**config.mk**
```make
export PLATFORM = sky130hd
export DESIGN_NAME = sync_receiver
export DESIGN_NICKNAME = d
export VERILOG_FILES = /design/src/common/receiver_pkg.sv /design/src/hdl/sync_receiver.sv /design/src/hdl/frame_sync.sv /design/src/hdl/sample_delay.sv /design/src/pss_detector/pss_detector.sv /design/src/hdl/sample_decimator.sv
export SDC_FILE = /design/constraint.sdc
export NUM_CORES = 1
export LEC_CHECK = 0
export BUFFER_PORTS_ARGS = -buffer_cell sky130_fd_sc_hd__buf_4
export CORE_MARGIN = 2
export CORE_UTILIZATION = 55
export CTS_BUF_LIST = sky130_fd_sc_hd__clkbuf_8
export DETAILED_ROUTE_END_ITERATION = 8
export GPL_TIMING_DRIVEN = 0
export PLACE_DENSITY = 0.81
export SLEW_MARGIN = 0
export SYNTH_ARGS = -nofsm -noshare
export SYNTH_HDL_FRONTEND = slang
export SYNTH_SLANG_ARGS = --single-unit
```
**constraint.sdc**
```tcl
create_clock -name clk_i -period 4.3 [get_ports clk_i]
set_input_delay 0.43 -clock clk_i [delete_from_list [all_inputs] [get_ports clk_i]]
set_output_delay 0.43 -clock clk_i [all_outputs]
set_load 0.01 [all_outputs]
```
**src/common/receiver_pkg.sv**
```systemverilog
package receiver_pkg;

    // packed complex sample, real part in the low half
    localparam int SAMPLE_W = 32;
    localparam int IQ_W = SAMPLE_W / 2;

    // index of the primary sync sequence, 0 to 2
    localparam int NID2_W = 2;

    // sync sequence length in decimated samples
    localparam int PSS_LEN = 16;

    // local sync patterns, one bit per decimated sample
    // bit set means a non-negative real part is expected
    // the msb is the first sample of the sequence on air
    localparam logic [PSS_LEN-1:0] PSS_SEQ_0 = 16'hEB22;
    localparam logic [PSS_LEN-1:0] PSS_SEQ_1 = 16'h4DD8;
    localparam logic [PSS_LEN-1:0] PSS_SEQ_2 = 16'h3A5F;

    // pairwise distance between the patterns is 10 bits
    localparam logic [2:0][PSS_LEN-1:0] PSS_SEQ = {
        PSS_SEQ_2,
        PSS_SEQ_1,
        PSS_SEQ_0
    };

endpackage
```
**src/hdl/sync_receiver.sv**
```systemverilog
`timescale 1ns/1ps

module sync_receiver #(
    parameter int PSS_THRESH = 14,
    parameter int SYMBOL_LEN = 8
) (
    input  logic                              clk_i,
    input  logic                              reset_ni,
    input  logic [receiver_pkg::SAMPLE_W-1:0] in_data_i,
    input  logic                              in_valid_i,
    output logic [receiver_pkg::NID2_W-1:0]   n_id_2_o,
    output logic                              n_id_2_valid_o,
    output logic [receiver_pkg::SAMPLE_W-1:0] out_data_o,
    output logic                              out_valid_o,
    output logic                              symbol_start_o,
    output logic                              pbch_start_o,
    output logic                              sss_start_o
);

    logic [receiver_pkg::SAMPLE_W-1:0] dec_data;
    logic                              dec_valid;
    logic [receiver_pkg::SAMPLE_W-1:0] dly_data;
    logic                              dly_valid;
    logic                              peak_valid;
    logic [receiver_pkg::NID2_W-1:0]   peak_id;
    logic                              search_en;

    sample_decimator sample_decimator_i (
        .clk_i       (clk_i),
        .reset_ni    (reset_ni),
        .in_data_i   (in_data_i),
        .in_valid_i  (in_valid_i),
        .dec_data_o  (dec_data),
        .dec_valid_o (dec_valid)
    );

    pss_detector #(
        .PSS_THRESH (PSS_THRESH)
    ) pss_detector_i (
        .clk_i        (clk_i),
        .reset_ni     (reset_ni),
        .dec_data_i   (dec_data),
        .dec_valid_i  (dec_valid),
        .search_en_i  (search_en),
        .peak_valid_o (peak_valid),
        .peak_id_o    (peak_id)
    );

    // two cycles matches the detector latency, so the last sequence
    // sample arrives together with the peak
    sample_delay #(
        .DEPTH (2)
    ) sample_delay_i (
        .clk_i       (clk_i),
        .reset_ni    (reset_ni),
        .in_data_i   (dec_data),
        .in_valid_i  (dec_valid),
        .out_data_o  (dly_data),
        .out_valid_o (dly_valid)
    );

    frame_sync #(
        .SYMBOL_LEN (SYMBOL_LEN)
    ) frame_sync_i (
        .clk_i          (clk_i),
        .reset_ni       (reset_ni),
        .peak_valid_i   (peak_valid),
        .peak_id_i      (peak_id),
        .dly_data_i     (dly_data),
        .dly_valid_i    (dly_valid),
        .search_en_o    (search_en),
        .n_id_2_o       (n_id_2_o),
        .n_id_2_valid_o (n_id_2_valid_o),
        .out_data_o     (out_data_o),
        .out_valid_o    (out_valid_o),
        .symbol_start_o (symbol_start_o),
        .pbch_start_o   (pbch_start_o),
        .sss_start_o    (sss_start_o)
    );

endmodule

```
**src/hdl/frame_sync.sv**
```systemverilog
`timescale 1ns/1ps

module frame_sync #(
    parameter int SYMBOL_LEN = 8
) (
    input  logic                              clk_i,
    input  logic                              reset_ni,
    input  logic                              peak_valid_i,
    input  logic [receiver_pkg::NID2_W-1:0]   peak_id_i,
    input  logic [receiver_pkg::SAMPLE_W-1:0] dly_data_i,
    input  logic                              dly_valid_i,
    output logic                              search_en_o,
    output logic [receiver_pkg::NID2_W-1:0]   n_id_2_o,
    output logic                              n_id_2_valid_o,
    output logic [receiver_pkg::SAMPLE_W-1:0] out_data_o,
    output logic                              out_valid_o,
    output logic                              symbol_start_o,
    output logic                              pbch_start_o,
    output logic                              sss_start_o
);

    localparam int CNT_W = (SYMBOL_LEN > 1) ? $clog2(SYMBOL_LEN) : 1;

    typedef enum logic {
        ST_SEARCH,
        ST_LOCKED
    } state_t;

    state_t           state_q;
    logic [CNT_W-1:0] samp_cnt_q;
    logic [1:0]       sym_cnt_q;
    logic             sym_first;
    logic             sym_last;
    logic             burst_last;
    logic             lock_now;

    assign search_en_o = (state_q == ST_SEARCH);
    assign lock_now    = search_en_o && peak_valid_i;
    assign sym_first   = (samp_cnt_q == '0);
    assign sym_last    = (samp_cnt_q == CNT_W'(SYMBOL_LEN - 1));
    // an ssb here is pbch, sss, pbch
    assign burst_last  = sym_last && (sym_cnt_q == 2'd2);

    always_ff @(posedge clk_i) begin
        if (!reset_ni) begin
            state_q        <= ST_SEARCH;
            samp_cnt_q     <= '0;
            sym_cnt_q      <= '0;
            n_id_2_valid_o <= 1'b0;
            out_valid_o    <= 1'b0;
            symbol_start_o <= 1'b0;
            pbch_start_o   <= 1'b0;
            sss_start_o    <= 1'b0;
        end else begin
            n_id_2_valid_o <= lock_now;
            out_valid_o    <= 1'b0;
            symbol_start_o <= 1'b0;
            pbch_start_o   <= 1'b0;
            sss_start_o    <= 1'b0;
            case (state_q)
                ST_SEARCH: begin
                    if (peak_valid_i) begin
                        state_q    <= ST_LOCKED;
                        samp_cnt_q <= '0;
                        sym_cnt_q  <= '0;
                    end
                end
                ST_LOCKED: begin
                    if (dly_valid_i) begin
                        out_valid_o    <= 1'b1;
                        symbol_start_o <= sym_first;
                        pbch_start_o   <= sym_first && (sym_cnt_q != 2'd1);
                        sss_start_o    <= sym_first && (sym_cnt_q == 2'd1);
                        if (sym_last) begin
                            samp_cnt_q <= '0;
                            sym_cnt_q  <= burst_last ? 2'd0 : sym_cnt_q + 2'd1;
                        end else begin
                            samp_cnt_q <= samp_cnt_q + CNT_W'(1);
                        end
                        // back to searching after the third symbol
                        if (burst_last) begin
                            state_q <= ST_SEARCH;
                        end
                    end
                end
                default: state_q <= ST_SEARCH;
            endcase
        end
    end

    always_ff @(posedge clk_i) begin
        if (lock_now) begin
            n_id_2_o <= peak_id_i;
        end
        if (dly_valid_i) begin
            out_data_o <= dly_data_i;
        end
    end

endmodule

```
**src/hdl/sample_delay.sv**
```systemverilog
`timescale 1ns/1ps

module sample_delay #(
    parameter int DEPTH = 2
) (
    input  logic                              clk_i,
    input  logic                              reset_ni,
    input  logic [receiver_pkg::SAMPLE_W-1:0] in_data_i,
    input  logic                              in_valid_i,
    output logic [receiver_pkg::SAMPLE_W-1:0] out_data_o,
    output logic                              out_valid_o
);

    logic [receiver_pkg::SAMPLE_W-1:0] data_q  [DEPTH];
    logic                              valid_q [DEPTH];

    always_ff @(posedge clk_i) begin
        if (!reset_ni) begin
            for (int i = 0; i < DEPTH; i++) begin
                valid_q[i] <= 1'b0;
            end
        end else begin
            valid_q[0] <= in_valid_i;
            for (int i = 1; i < DEPTH; i++) begin
                valid_q[i] <= valid_q[i-1];
            end
        end
    end

    always_ff @(posedge clk_i) begin
        data_q[0] <= in_data_i;
        for (int i = 1; i < DEPTH; i++) begin
            data_q[i] <= data_q[i-1];
        end
    end

    assign out_data_o  = data_q[DEPTH-1];
    assign out_valid_o = valid_q[DEPTH-1];

endmodule

```
**src/pss_detector/pss_detector.sv**
```systemverilog
`timescale 1ns/1ps

module pss_detector #(
    parameter int PSS_THRESH = 14
) (
    input  logic                              clk_i,
    input  logic                              reset_ni,
    input  logic [receiver_pkg::SAMPLE_W-1:0] dec_data_i,
    input  logic                              dec_valid_i,
    input  logic                              search_en_i,
    output logic                              peak_valid_o,
    output logic [receiver_pkg::NID2_W-1:0]   peak_id_o
);

    localparam int PSS_LEN = receiver_pkg::PSS_LEN;
    localparam int IQ_W = receiver_pkg::IQ_W;
    localparam int NID2_W = receiver_pkg::NID2_W;
    localparam int NUM_SEQ = 3;
    localparam int CNT_W = $clog2(PSS_LEN + 1);
    localparam logic [CNT_W-1:0] THRESH = CNT_W'(PSS_THRESH);

    logic [PSS_LEN-1:0] window_q;
    logic               win_valid_q;
    logic               cnt_valid_q;
    logic [CNT_W-1:0]   match_cnt_q [NUM_SEQ];
    logic               peak_hit;
    logic [NID2_W-1:0]  peak_sel;

    function automatic logic [CNT_W-1:0] agree_count(
        input logic [PSS_LEN-1:0] win,
        input logic [PSS_LEN-1:0] seq
    );
        logic [PSS_LEN-1:0] same;
        logic [CNT_W-1:0]   n;
        same = ~(win ^ seq);
        n = '0;
        for (int i = 0; i < PSS_LEN; i++) begin
            n = n + CNT_W'(same[i]);
        end
        return n;
    endfunction

    // newest sample enters at the lsb, so the oldest sits at the msb
    always_ff @(posedge clk_i) begin
        if (!reset_ni) begin
            window_q    <= '0;
            win_valid_q <= 1'b0;
            cnt_valid_q <= 1'b0;
        end else begin
            win_valid_q <= dec_valid_i;
            cnt_valid_q <= win_valid_q;
            if (dec_valid_i) begin
                window_q <= {window_q[PSS_LEN-2:0], ~dec_data_i[IQ_W-1]};
            end
        end
    end

    always_ff @(posedge clk_i) begin
        if (win_valid_q) begin
            for (int k = 0; k < NUM_SEQ; k++) begin
                match_cnt_q[k] <= agree_count(window_q, receiver_pkg::PSS_SEQ[k]);
            end
        end
    end

    // walk down so the lowest qualifying index is the one left
    always_comb begin
        peak_hit = 1'b0;
        peak_sel = '0;
        for (int k = NUM_SEQ - 1; k >= 0; k--) begin
            if (match_cnt_q[k] >= THRESH) begin
                peak_hit = 1'b1;
                peak_sel = NID2_W'(k);
            end
        end
    end

    assign peak_valid_o = cnt_valid_q && search_en_i && peak_hit;
    assign peak_id_o    = peak_sel;

endmodule

```
**src/hdl/sample_decimator.sv**
```systemverilog
`timescale 1ns/1ps

module sample_decimator (
    input  logic                              clk_i,
    input  logic                              reset_ni,
    input  logic [receiver_pkg::SAMPLE_W-1:0] in_data_i,
    input  logic                              in_valid_i,
    output logic [receiver_pkg::SAMPLE_W-1:0] dec_data_o,
    output logic                              dec_valid_o
);

    localparam int IQ_W = receiver_pkg::IQ_W;

    logic [receiver_pkg::SAMPLE_W-1:0] first_q;
    logic                              phase_q;
    logic signed [IQ_W:0]              sum_re;
    logic signed [IQ_W:0]              sum_im;

    // one bit of growth, so the sums cannot overflow
    always_comb begin
        sum_re = $signed(first_q[IQ_W-1:0]) + $signed(in_data_i[IQ_W-1:0]);
        sum_im = $signed(first_q[2*IQ_W-1:IQ_W]) + $signed(in_data_i[2*IQ_W-1:IQ_W]);
    end

    // phase only moves on valid inputs so gaps keep the pairing
    always_ff @(posedge clk_i) begin
        if (!reset_ni) begin
            phase_q     <= 1'b0;
            dec_valid_o <= 1'b0;
        end else begin
            dec_valid_o <= in_valid_i && phase_q;
            if (in_valid_i) begin
                phase_q <= ~phase_q;
            end
        end
    end

    always_ff @(posedge clk_i) begin
        if (in_valid_i && !phase_q) begin
            first_q <= in_data_i;
        end
        // dropping the lsb of the sum is the arithmetic shift by one
        if (in_valid_i && phase_q) begin
            dec_data_o <= {sum_im[IQ_W:1], sum_re[IQ_W:1]};
        end
    end

endmodule

```
==> results by group <==
Run status
  – Status: complete, no violations

STA
  – Worst Hold Slack: 63.4 ps
  – Min Tclk post-route: slightly above 4000 ps
  – TNS Setup: 0 ps
  – Final setup margin: 184 ps
  – Count of final max-slew check failures: 0
  – Least-Margin Pin Slew: 890 ps
  – Tcrit/Tclk final: 0.957
  – RSZ-0062 raised after global routing: no
  – Max Clock Freq: ~0.24 GHz
  – Hold Vio Cnt, Final: 0
  – Clock Skews: 36.4 ps
  – Max-slew headroom: 0.407
  – # setup viols final: 0

Yosys
  – Number of synthesized flops with an enable pin: 110
  – Distinct cells, synth: 53
  – Yosys reg bits: about 210
  – Ys async rst share: 0
  – Post-synth net total: roughly 720
  – Synth area leaders: edfxtp_1 (39%), dfxtp_1 (23%), fa_1 (7.7%), ha_1 (7.2%), inv_1 (3.1%)
  – Mapped Area: approximately 8400 um2
  – Post-Syn Area per Cell: ~14 um2
  – Synth Instances: 604
  – Sequential area share after synthesis: 0.622
  – Ys Warns: 0
  – Yosys top cell by area: edfxtp_1
  – Yosys top cell area share: 0.395
  – Synth Flop Type: edfxtp_1

GRT
  – Grt ovf: 0
  – Antenna violations before repair: 0
  – GRT met2 Usage: 0.318
  – GR peak layer: met2
  – M1 GR Usage: 0.195
  – Vias in the first global route: approximately 5,000
  – Pin count of the biggest net entering global routing: 39
  – Total Routing Usage GR: 0.173
  – First-pass GRT wire length: between 20 and 25 mm
  – Grt met3 use: 0.0398

Worst hold path
  – Worst min path class: primary input to flop
  – Hold path cells: 1

Routing
  – Final wirelength: 13.7 mm
  – DRC viols: 0
  – DR vias/cell: roughly 5.2
  – Via count: roughly 4,800
  – DR pass1 iterations: 5
  – Antenna Nets Post-Route: 0
  – Initial DRC Count: ~280
  – WL/cell: around 15 um

Power
  – P per Cell Area: 423 nW/um2
  – Tot Pwr: about 4.2 mW
  – Lkg Pwr: ~4.0 nW
  – Peak supply drop: approximately 0.28 mV

Critical path
  – CP endpoint kind: flop
  – Crit-path max FO: 4
  – FF-to-FF End: pss_detector_i.match_cnt_q[0][9]$_DFFE_PP_
  – Slowest stage cell on the critical path: fa_1
  – Worst EP required: 4610 ps
  – CP Launch Point: pss_detector_i.window_q[0]$_SDFFE_PN0P_
  – Worst-path cell chain: inv_1, ha_1, inv_2, fa_2, fa_1, inv_1, fa_1, fa_1, inv_1, fa_1, fa_2, a21oi_2, nor2b_1
  – Most used cell, CP: fa_1
  – Worst Reg-to-Reg Cells: 13
  – Crit path kind: flop to flop
  – Critical path's largest stage delay: roughly 540 ps
  – Startpoint types: flop
  – FF-to-FF Start: pss_detector_i.window_q[0]$_SDFFE_PN0P_
  – R2R setup slack: roughly 180 ps
  – Crit path DAT: between 4000 and 5000 ps
  – CP Capture Point: pss_detector_i.match_cnt_q[0][9]$_DFFE_PP_

Cells and area
  – Diode count: 0
  – Final nets: between 800 and 900
  – Area growth syn-to-layout: 17.7%
  – Final instance area: just under 10,000 um2
  – Final non-filler cell total: 923
  – Share of layout cells above drive strength 1: 0.188
  – Final core utilization: 0.655

Placement
  – Detail Placement HPWL: 9.74 mm
  – GP Congestion: around 0.9
  – Dpl ws: -22.8 ps
  – Port-buffer cells: 73
  – Placed cells: between 800 and 900
  – Dpl cell area: around 9000 um2

Clock network
  – Clock latency on the worst-skew pair: between 500 and 600 ps
  – Clk sinks: a little over 200
  – Clock root buffer: clkbuf_8
  – Clock-pin slew on the worst setup and hold paths: roughly 70 ps
  – CTS tree: done
  – Setup bufs post-CTS: 0
  – # H-tree levels: 1
  – Max clock buf depth: 3
  – Total CTS buffers: 31

Die
  – Die area: 16,200 um2
  – Die H: between 100 and 150 um
  – Initial Util: 0.557
  – Io pins: 74
  – Standard-cell rows: 45
  – Die Wd: about 130 um
  – Area of the core: 15,000 um2

Run
  – Max cap viols: 0
layer usage:
metal,wire [um],share of wire,vias to the layer above
li1,-,-,2333
met1,5320,0.39,2290
met2,7150,0.52,119
met3,727,0.053,39
met4,457,0.033,0
met5,0,0,-
kinds of logic (layout without fill, tap and decap cells):
kind of cell               after synthesis  in the layout  share of synthesized area
xor gates and xnor gates                28             28                     0.0293
AOI/OAI and AO/OA                       95             95                     0.0789
buffers and inverters                   75            206                     0.0338
adders and majority gates               80             80                      0.148
and+or+nand+nor                        104            104                     0.0677
DFF                                    205            205                      0.622
muxes                                   17             17                     0.0205
worst min path at each step:
stage | from | to | slack, ps
5_1_grt | in_data_i[22] | sample_decimator_i.first_q[22]$_DFFE_PP_ | 30
4_1_cts | in_data_i[22] | sample_decimator_i.first_q[22]$_DFFE_PP_ | 40
3_3_place_gp | sample_delay_i.data_q[0][9]$_DFF_P_ | sample_delay_i.data_q[1][9]$_DFF_P_ | 310
2_1_floorplan | sample_delay_i.data_q[0][0]$_DFF_P_ | sample_delay_i.data_q[1][0]$_DFF_P_ | 310
3_5_place_dp | sample_delay_i.data_q[0][20]$_DFF_P_ | sample_delay_i.data_q[1][20]$_DFF_P_ | 310
6_report | in_data_i[22] | sample_decimator_i.first_q[22]$_DFFE_PP_ | 60
critical path: cells and delay by family, from the launching register on:
family	cells	cell delay, ps
adder cells (fa/ha/maj)	7	3060
AND/OR/NAND/NOR	1	60
flip-flops	1	350
buffers and inverters	4	270
AO/OA/AOI/OAI	1	160
Yosys cell counts (5+ instances only):
cell type / count
a31oi_1: 5
fa_1: 32
inv_1: 70
a21o_1: 9
nor2_1: 18
o21a_1: 6
nand3_1: 6
xnor2_1: 19
edfxtp_1: 110
o21ai_0: 13
dfxtp_1: 95
and2_1: 7
ha_1: 48
a21oi_1: 24
nor3_1: 5
mux2i_1: 16
nand2_1: 16
and3_1: 5
nor2b_1: 31
xor2_1: 9
registers in the layout, indices dropped and copies added, names as in the netlist, 3 cells and up:
signal,flops
frame_sync_i.out_data_o,32
pss_detector_i.match_cnt_q,12
pss_detector_i.window_q,16
sample_decimator_i.dec_data_o,32
sample_decimator_i.first_q,32
sample_delay_i.data_q,64
frame_sync_i.samp_cnt_q,3
cells in the final DEF, fill, tap and decap left out, types with 9 or more instances in the layout:
cell type	n
a21oi_1	23
a21o_1	9
xnor2_1	19
dfxtp_1	92
ha_1	48
mux2i_1	16
buf_4	73
inv_1	79
fa_1	29
o21ai_0	13
nand2_1	16
clkbuf_8	37
nor2_1	18
edfxtp_1	110
nor2b_1	30
xor2_1	9
what timing repair did:
item / CTS / global route
setup endpoints to repair: 1 / 6
gates resized for setup: 2 / 5
hold buffers: 0 / 0
pin swaps: 1 / 1
power breakdown:
part	internal, mW	switching, mW	total (mW)
clock network	0.898	0.700	1.60
registers	2.16	0.0206	2.18
logic	0.179	0.214	0.393
total	3.24	0.935	4.17
cell type report:
type / instances / area [um2]
clock inverters: 20 / 136
repair buffers: 74 / 576
fillers: 1017 / 5180
inverters: 70 / 263
multi-input cells: 324 / 2910
well taps: 188 / 235
clock buffers: 37 / 509
flip-flops and latches: 205 / 5210
plain buffers: 5 / 20.0
(Power assumes the default switching activity.)
